**config.mk**
```make
export PLATFORM = sky130hd
export DESIGN_NAME = vrf_write_port
export DESIGN_NICKNAME = d
export VERILOG_FILES = /design/src/rtl/vrf_pkg.sv /design/src/rtl/vrf_write_port.sv
export SDC_FILE = /design/constraint.sdc
export NUM_CORES = 1
export LEC_CHECK = 0
export BUFFER_PORTS_ARGS = -buffer_cell sky130_fd_sc_hd__buf_4
export CORE_AREA = 2 2 123 125
export DETAILED_ROUTE_END_ITERATION = 7
export DIE_AREA = 0 0 125 127
export SETUP_SLACK_MARGIN = 0.5
export SLEW_MARGIN = 15
export SYNTH_ARGS = -nofsm -noshare
export SYNTH_HDL_FRONTEND = slang
export SYNTH_SLANG_ARGS = --single-unit
export TNS_END_PERCENT = 10
```
**constraint.sdc**
```tcl
create_clock -name clk -period 7.55 [get_ports clk]
set_input_delay 0.3775 -clock clk [delete_from_list [all_inputs] [get_ports clk]]
set_output_delay 0.3775 -clock clk [all_outputs]
set_load 0.02 [all_outputs]
```
**src/rtl/vrf_pkg.sv**
```systemverilog
`default_nettype none

package vrf_pkg;

  ////////////////////////////////////////
  // Register file geometry
  ////////////////////////////////////////

  // Number of architectural vector registers
  localparam int NrVregs = 32;

  // Word width of a single register
  localparam int VrfWordWidth = 128;

  // Byte lanes per word
  localparam int VrfWordBytes = VrfWordWidth / 8;

  ////////////////////////////////////////
  // Vector types
  ////////////////////////////////////////

  typedef logic [$clog2(NrVregs)-1:0] vreg_addr_t;
  typedef logic [VrfWordWidth-1:0]    vrf_data_t;
  // One enable per byte lane
  typedef logic [VrfWordBytes-1:0]    vrf_strb_t;

  ////////////////////////////////////////
  // Request and tracking structs
  ////////////////////////////////////////

  // Byte-masked write request
  typedef struct packed {
    vreg_addr_t addr;
    vrf_data_t  data;
    vrf_strb_t  strb;
  } vrf_wreq_t;

  // One write still on its way into the array
  typedef struct packed {
    logic       valid;
    vreg_addr_t addr;
  } vrf_pending_t;

endpackage

`default_nettype wire

```
**src/rtl/vrf_write_port.sv**
```systemverilog
`timescale 1ns/1ps
`default_nettype none

module vrf_write_port import vrf_pkg::*; (
  input  logic         clk,
  input  logic         arst_n_i,
  // Request side
  input  logic         wreq_valid_i,
  output logic         wreq_ready_o,
  input  vrf_wreq_t    wreq_i,
  // Register file side
  output logic         we_o,
  output vreg_addr_t   waddr_o,
  output vrf_data_t    wdata_o,
  output vrf_strb_t    wbe_o,
  // Writes in flight
  output vrf_pending_t pend_s1_o,
  output vrf_pending_t pend_s2_o
);

  ////////////////////////////////////////
  // Signals
  ////////////////////////////////////////

  logic       ready_q;
  logic       accept;

  // Stage one, presented to the array
  logic       s1_valid_q;
  vrf_wreq_t  s1_req_q;

  // Stage two, latches open this cycle
  logic       s2_valid_q;
  vreg_addr_t s2_addr_q;

  // Never stalls, ready only waits for reset release
  assign wreq_ready_o = ready_q;
  assign accept       = wreq_valid_i && ready_q;

  ////////////////////////////////////////
  // Pipeline
  ////////////////////////////////////////

  // Control state
  always_ff @(posedge clk or negedge arst_n_i) begin
    if (!arst_n_i) begin
      ready_q    <= 1'b0;
      s1_valid_q <= 1'b0;
      s2_valid_q <= 1'b0;
    end else begin
      ready_q    <= 1'b1;
      s1_valid_q <= accept;
      s2_valid_q <= s1_valid_q;
    end
  end

  // Payload
  always_ff @(posedge clk) begin
    if (accept) begin
      s1_req_q <= wreq_i;
    end
    s2_addr_q <= s1_req_q.addr;
  end

  // Array inputs straight from stage one
  assign we_o    = s1_valid_q;
  assign waddr_o = s1_req_q.addr;
  assign wdata_o = s1_req_q.data;
  assign wbe_o   = s1_req_q.strb;

  // Hazard info for the read ports
  assign pend_s1_o = '{valid: s1_valid_q, addr: s1_req_q.addr};
  assign pend_s2_o = '{valid: s2_valid_q, addr: s2_addr_q};

  // Requester must hold its payload until taken
  a_wreq_stable : assert property (@(posedge clk) disable iff (!arst_n_i)
    (wreq_valid_i && !wreq_ready_o) |=> (wreq_valid_i && $stable(wreq_i)))
    else $error("vrf_write_port: write request changed before transfer");

endmodule

`default_nettype wire

```
==> results.py <==
metrics = {
    "status": {
        "status": "finished clean",
    },
    "global_route": {
        "grt_overflow": 0,
        "grt_use_met3_pct": 7.04,
        "top_usage_layer": "met2",
        "track_usage_pct": 13.9,
        "met1_usage_pct": 15.0,
        "grt_pass1_vias": 2890,
        "grt_max_degree": 83,
        "grtUsageMet2_pct": 22.4,
        "antenna_found_initial": 0,
        "grt_pass1_wl_um": 16200,
    },
    "placed_design": {
        "dpl-instance-area_um2": 7260,
        "portBuffers": 314,
        "place_congestion": 0.725,
    },
    "final_layout": {
        "area_delta_synth_final_pct": 66.1,
        "fillCellCount": 1181,
        "antenna_cells": 0,
        "nNetsFinal": 646,
        "layout_commonest_cell": "buf_4",
        "final_cell_mix": "315 x buf_4, 149 x edfxtp_1, 17 x clkbuf_16",
        "final_area_um2": 7830,
        "drive_gt1_share_pct": 67.9,
    },
    "floorplan": {
        "coreArea_um2": 14400,
        "rows": 44,
        "ios": 315,
        "die_area_um2": 15900,
        "die_x_um": 125,
        "initial_core_util_pct": 32.7,
        "dieHeight_um": 127,
    },
    "timing": {
        "setup_viol": 0,
        "relSlewSlack_pct": 32.7,
        "max_freq_ghz": 0.407,
        "setup_tns_ps": 0,
        "fin_skew_ps": 5.58,
        "min_period_over_period_pct": 32.5,
        "tightest_slew_ps": 1010,
        "hold_violations": 0,
        "final_max_slew_viol_count": 0,
        "rsz0062_at_grt": "no",
        "period_needed_ps": 2450,
    },
    "pwr": {
        "cellPowerDensity_nw_per_um2": 253,
        "p_leak_nw": 3.28,
        "power.total_mw": 1.98,
        "peakVddDrop_mv": 0.184,
    },
    "synth": {
        "yosys_register_bits": 157,
        "yosysWarnings": 0,
        "syn-instance-count": 166,
        "ys_seq_area_share_pct": 98.7,
        "avgSynthCellArea_um2": 28.4,
        "synth_cell_types": 6,
        "syn_area_um2": 4710,
        "syn-num-nets": 318,
    },
    "route": {
        "wl_per_cell_um": 16.2,
        "drt_iter0_drc": 109,
        "dr.pass1.iters": 4,
        "ant_nets": 0,
        "drt-total-wl_um": 11200,
        "vias_per_cell": 4.08,
        "drc": 0,
        "dr_total_vias": 2816,
    },
    "setup_path": {
        "critPathArrivalTime_ps": 2480,
        "r2r-start": "wreq_ready_o",
        "critPathLaunch": "wreq_ready_o",
        "worstSetupEndpointType": "register",
        "worstPathRequired_ps": 7580,
        "worst-setup-path-type": "reg2reg",
        "cp_max_fo": 82,
        "cp-start-kind": "register",
    },
    "cts": {
        "numClockSinks": 157,
        "post_cts_buffers": 0,
        "cts_tree": "done",
        "cts_buffers": 17,
        "cts-resized-gates": 0,
        "insertion_delay_ps": 410,
        "path_clk_slew_ps": 60,
        "root_buffer": "clkbuf_16",
        "clk_path_buf_depth": 2,
        "cts_htree_levels": 4,
        "postCtsHoldBufs": 1,
    },
    "min_path": {
        "min_from": "wreq_i[27]",
        "hold_path.class": "in2reg",
    },
    "flow_run": {
        "cap_violations": 0,
    },
}
synthesized netlist by cell type:
| master | number | area [um^2] |
|---|---|---|
| conb_1 | 1 | 3.75 |
| dfxtp_1 | 5 | 100 |
| buf_4 | 7 | 52.6 |
| edfxtp_1 | 149 | 4470 |
| and2_1 | 1 | 6.26 |
| dfrtp_1 | 3 | 75.1 |
flip-flops by register name, summed over array words and instances (netlist names):
| register | cells |
|---|---|
| wdata_o | 128 |
| waddr_o | 5 |
| wreq_ready_o | 1 |
| s2_addr_q | 5 |
| s2_valid_q | 1 |
| we_o | 1 |
| wbe_o | 16 |
logic make-up after synthesis:
| group | Yosys count | share of synthesized area, % |
|---|---|---|
| AND/OR/NAND/NOR | 1 | 0.133 |
| buffers and inverters | 7 | 1.12 |
| other | 1 | 0.0796 |
| flip-flops | 157 | 98.7 |
critical path, cell delays in order (launching register included):
cell and delay (ps):
dfrtp_1 350, and2_4 700, buf_4 900
layout make-up:
class | count | area (um^2) | share of cell area (%)
sequential | 157 | 4650 | 59.4
multi-input combinational | 2 | 12.5 | 0.160
timing repair buffer | 316 | 2370 | 30.3
clock buffer | 19 | 433 | 5.53
clock inverter | 13 | 125 | 1.60
tap | 184 | 230 | 2.94
worst paths after layout:
| kind | end | slack [ps] | cells after the start |
|---|---|---|---|
| max | wdata_o[33] | 5100 | 2 |
| min | wdata_o[11] | 140 | 1 |
| max reg2reg | wdata_o[33] | 5100 | 2 |
| min reg2reg | s2_valid_q | 410 | 0 |
| max in group asynchronous | s2_valid_q | 7150 | 2 |
| min in group asynchronous | wreq_ready_o | 300 | 2 |
stage by stage:
step	cells	setup WS, ps	util (%)	hold WS (ps)
after floorplan	166	3130	-	81.9
after global placement	658	5030	50.3	175
after detailed placement	658	4970	50.3	178
after CTS	691	5070	54.3	118
after global routing	691	4880	54.3	112
final	691	5100	54.3	140
where the power goes:
part / leakage (nW) / internal (mW) / total [mW] / switching [mW]
Clock: 0.271 / 0.481 / 0.797 / 0.315
Sequential: 1.48 / 0.997 / 1.01 / 0.0102
Combinational: 1.53 / 0.0907 / 0.176 / 0.0850
Total: 3.28 / 1.57 / 1.98 / 0.411
per-layer routing:
| metal | vias up | wire (um) |
|---|---|---|
| met5 | - | 0 |
| met4 | 0 | 302 |
| met3 | 24 | 1300 |
| met2 | 192 | 5630 |
| met1 | 1291 | 3940 |
| li1 | 1309 | - |
Power figures use the tool's default switching activity.
