`config.mk`:
```
export PLATFORM = sky130hd
export DESIGN_NAME = vrf_read_port
export DESIGN_NICKNAME = d
export VERILOG_FILES = /design/src/rtl/vrf_pkg.sv /design/src/rtl/vrf_read_port.sv
export SDC_FILE = /design/constraint.sdc
export NUM_CORES = 1
export LEC_CHECK = 0
export ABC_CLOCK_PERIOD_IN_PS = 21400
export BUFFER_PORTS_ARGS = -buffer_cell sky130_fd_sc_hd__clkbuf_2
export CAP_MARGIN = 20
export CORE_AREA = 5 5 107 109
export CTS_BUF_LIST = sky130_fd_sc_hd__clkbuf_2 sky130_fd_sc_hd__clkbuf_4 sky130_fd_sc_hd__clkbuf_8
export CTS_CLUSTER_SIZE = 14
export DETAILED_ROUTE_END_ITERATION = 8
export DIE_AREA = 0 0 112 114
export PLACE_DENSITY = 0.78
export RECOVER_POWER = 100
export SYNTH_ARGS = -nofsm -noshare
export SYNTH_HDL_FRONTEND = slang
export SYNTH_SLANG_ARGS = --single-unit
```
`constraint.sdc`:
```
create_clock -name clk -period 21.4 [get_ports clk]
set_clock_uncertainty 0.15 [all_clocks]
set_input_delay 2.14 -clock clk [delete_from_list [all_inputs] [get_ports clk]]
set_output_delay 2.14 -clock clk [all_outputs]
set_load 0.02 [all_outputs]
```
`src/rtl/vrf_pkg.sv`:
```
`default_nettype none

package vrf_pkg;

  ////////////////////////////////////////
  // Register file geometry
  ////////////////////////////////////////

  // Number of architectural vector registers
  localparam int NrVregs = 32;

  // Word width of a single register
  localparam int VrfWordWidth = 128;

  // Byte lanes per word
  localparam int VrfWordBytes = VrfWordWidth / 8;

  ////////////////////////////////////////
  // Vector types
  ////////////////////////////////////////

  typedef logic [$clog2(NrVregs)-1:0] vreg_addr_t;
  typedef logic [VrfWordWidth-1:0]    vrf_data_t;
  // One enable per byte lane
  typedef logic [VrfWordBytes-1:0]    vrf_strb_t;

  ////////////////////////////////////////
  // Request and tracking structs
  ////////////////////////////////////////

  // Byte-masked write request
  typedef struct packed {
    vreg_addr_t addr;
    vrf_data_t  data;
    vrf_strb_t  strb;
  } vrf_wreq_t;

  // One write still on its way into the array
  typedef struct packed {
    logic       valid;
    vreg_addr_t addr;
  } vrf_pending_t;

endpackage

`default_nettype wire

```
`src/rtl/vrf_read_port.sv`:
```
`timescale 1ns/1ps
`default_nettype none

module vrf_read_port import vrf_pkg::*; (
  input  logic         clk,
  input  logic         arst_n_i,
  // Request side
  input  logic         rreq_valid_i,
  output logic         rreq_ready_o,
  input  vreg_addr_t   rreq_addr_i,
  // Response side
  output logic         rrsp_valid_o,
  input  logic         rrsp_ready_i,
  output vrf_data_t    rrsp_data_o,
  // Writes in flight
  input  vrf_pending_t pend_s1_i,
  input  vrf_pending_t pend_s2_i,
  // Register file side
  output vreg_addr_t   raddr_o,
  output logic         re_o,
  input  vrf_data_t    rdata_i
);

  ////////////////////////////////////////
  // Signals
  ////////////////////////////////////////

  logic      hazard;
  logic      slot_free;
  logic      accept;

  // Response register
  logic      rsp_valid_q;
  vrf_data_t rsp_data_q;

  ////////////////////////////////////////
  // Request acceptance
  ////////////////////////////////////////

  // Target still being written and not yet final in the array
  assign hazard = (pend_s1_i.valid && (pend_s1_i.addr == rreq_addr_i)) ||
                  (pend_s2_i.valid && (pend_s2_i.addr == rreq_addr_i));

  // Slot empty or drained this cycle
  assign slot_free = !rsp_valid_q || rrsp_ready_i;

  assign rreq_ready_o = slot_free && !hazard;
  assign accept       = rreq_valid_i && rreq_ready_o;

  // Array read in the acceptance cycle
  assign raddr_o = rreq_addr_i;
  assign re_o    = accept;

  ////////////////////////////////////////
  // Response
  ////////////////////////////////////////

  always_ff @(posedge clk or negedge arst_n_i) begin
    if (!arst_n_i) begin
      rsp_valid_q <= 1'b0;
    end else if (accept) begin
      rsp_valid_q <= 1'b1;
    end else if (rrsp_ready_i) begin
      rsp_valid_q <= 1'b0;
    end
  end

  // Data captured at the acceptance edge
  always_ff @(posedge clk) begin
    if (accept) begin
      rsp_data_q <= rdata_i;
    end
  end

  assign rrsp_valid_o = rsp_valid_q;
  assign rrsp_data_o  = rsp_data_q;

endmodule

`default_nettype wire

```
==> results.cfg <==
[power_and_ir_drop]
swShare_pct = 24.6
finalPower_uw = 544
power.share.clock_pct = 33.6
irDropWorstVdd_mv = 0.0502
combPwrFrac_pct = 10.4
switchingPower_uw = 134
p_leak_nw = 2.21
powerDensity_nw_per_um2 = 93.9
p_seq_share_pct = 56.1
power.internal_uw = 410

[global_routing]
antenna_found_initial = 0
grt_max_degree = 129
grt_pass1_vias = 2821
grt_usage_pct = 16.1
grt_pass1_wl_mm = 15.3
grt-ovfl-total = 0

[sta]
max-slew-margin-rel_pct = -336
setup_violations = 0
setup_tns_ns = 0
period_needed_ns = 8.03
hold_viol_final = 0
min_period_over_period_pct = 37.5
drv_slew = 129
fmax_mhz = 125
rsz0062_at_grt = false
tightest_slew_ns = 6.54

[synth]
ys_seq_area_share_pct = 95.4
synth_cell_types = 12
synth_area_per_cell_um2 = 26.2
yosysWarnings = 0
syn_area_um2 = 4060
synth_seq_cells = 129
syn_nets = 304
synthCells = 155

[drt]
avgViaCountPerCell = 4.33
route.detailed.drc = 0
initialDrtViolationCount = 132
firstDrtPassIters = 4
routed_wl_mm = 10.6
wire_per_inst_um = 17.5
vias = 2624
drtAntennaViolNets = 0

[clock_network]
cts_made_buffers = 17
h-tree-depth = 4
post-cts-setup-buffer-count = 0
cts_tree = yes
clk_path_buf_depth = 2
clk_root_buffer_cell = clkbuf_8
path_clk_slew_ns = 0.07
cts_resized = 0
ctsHoldBuffers = 0
clk_latency_ns = 0.40
cts_sinks = 129

[worst_setup_path]
critPathRequiredTime_ns = 21.07
r2r_setup_slack_ns = 15.10
end_kind = flip-flop
startpoint = rreq_addr_i[3]
path_class = input pin to flip-flop
r2r-start = rrsp_valid_o
critPathLaunchType = input pin
rr_worst_depth = 4
crit_end = rrsp_data_o[13]
crit_fanout = 128
rr_endpoint = rrsp_data_o[13]
crit_arrival_ns = 7.70

[final_layout]
antenna_cells = 0
n_fill_cell = 955
layout_commonest_cell = clkbuf_1
layout_common_cells = 145 x clkbuf_1, 140 x clkbuf_2, 128 x edfxtp_1
nets = 603
final_area_um2 = 5790
area_growth_pct = 42.7
drive_gt1_share_pct = 36.7

[status]
status = complete, but fails checks
violations = capacitance limit, slew limit

[floorplan]
core_um2 = 10500
fp.dieW_um = 112
chipHeight_um = 114
pin_count = 285
row_count = 38
start_util_pct = 38.6
die_area_um2 = 12800

[job]
max_cap_viol_count = 1

[min_path]
hp-class = flip-flop to flip-flop

[placement]
placed_area_um2 = 5640
gp_congestion = 0.858
portBuffers = 284
-- worst max-delay path, cell delays in order --
cell	delay (ns)
clkbuf_1	0.12
xnor2_1	0.15
nand4_1	0.10
o22ai_1	0.12
nor2_1	0.35
clkbuf_1	4.56
-- cells in the mapped netlist (all sizes together) --
cell	instances	area share, %
edfxtp	128	95
nand2	3	0.28
xnor2	10	2.2
inv	1	0.092
nand4	2	0.31
o22ai	1	0.31
nor2	1	0.092
nor2b	1	0.15
o21ai	1	0.12
buf	5	0.93
dfrtp	1	0.62
nand2b	1	0.15
-- power by group through the flow --
| stage | sequential (mW) | clock, mW | combinational (mW) |
|---|---|---|---|
| 6_report | 0.305 | 0.183 | 0.0563 |
| 5_1_grt | 0.307 | 0.201 | 0.0603 |
| 4_1_cts | 0.302 | 0.189 | 0.0625 |
| 3_5_place_dp | 0.307 | 0 | 0.0623 |
| 3_3_place_gp | 0.306 | 0 | 0.0608 |
| 2_1_floorplan | 0.330 | 0 | 0.00962 |
-- registers in the layout (all words and copies together) (netlist names) --
name,flops
rrsp_data_o,128
rrsp_valid_o,1
-- how the worst min path moves through the flow --
stage | from | to | slack (ns) | depth (start not counted)
floorplan | rrsp_valid_o | rrsp_valid_o | 0.49 | 2
detailed placement | rrsp_valid_o | rrsp_valid_o | 0.39 | 2
CTS | rrsp_valid_o | rrsp_valid_o | 0.40 | 2
global placement | rrsp_valid_o | rrsp_valid_o | 0.37 | 2
global route | rrsp_valid_o | rrsp_valid_o | 0.44 | 2
finish | rrsp_valid_o | rrsp_valid_o | 0.39 | 2
-- per-stage QoR --
stage | setup slack (ns) | utilization (%) | hold slack [ns] | cells
detailed placement | 15.99 | 53.7 | 0.388 | 575
floorplan | 11.07 | - | 0.487 | 155
global placement | 16.01 | 53.7 | 0.371 | 575
CTS | 15.99 | 57.1 | 0.404 | 606
finish | 13.37 | 55.1 | 0.387 | 606
global route | 12.86 | 55.1 | 0.444 | 606
-- logic make-up (layout without fill, tap and decap cells) --
kind of cell | count (synthesis) | after routing | synth area share (%)
and+or+nand+nor | 8 | 8 | 0.987
xor gates and xnor gates | 10 | 10 | 2.16
AOI/OAI and AO/OA | 2 | 2 | 0.432
DFF | 129 | 129 | 95.4
buffers and inverters | 6 | 317 | 1.02
-- routing by layer --
metal,GRT usage [%],wire length (µm),part of all wire [%]
met3,6.90,1100,10
met4,6.17,171,1.6
met1,17.3,3640,34
met2,28.4,5680,54
met5,0,0,0
-- final cells by class --
type,count,area (µm²),share of cell area (%)
clock inverters,13,114,1.97
multi-input cells,20,139,2.40
repair buffers,285,1240,21.5
clock buffers,18,241,4.17
inverters,1,3.75,0.0649
flip-flops and latches,129,3870,66.9
well taps,140,175,3.03
Note: power is estimated with default switching activity, not from simulation.
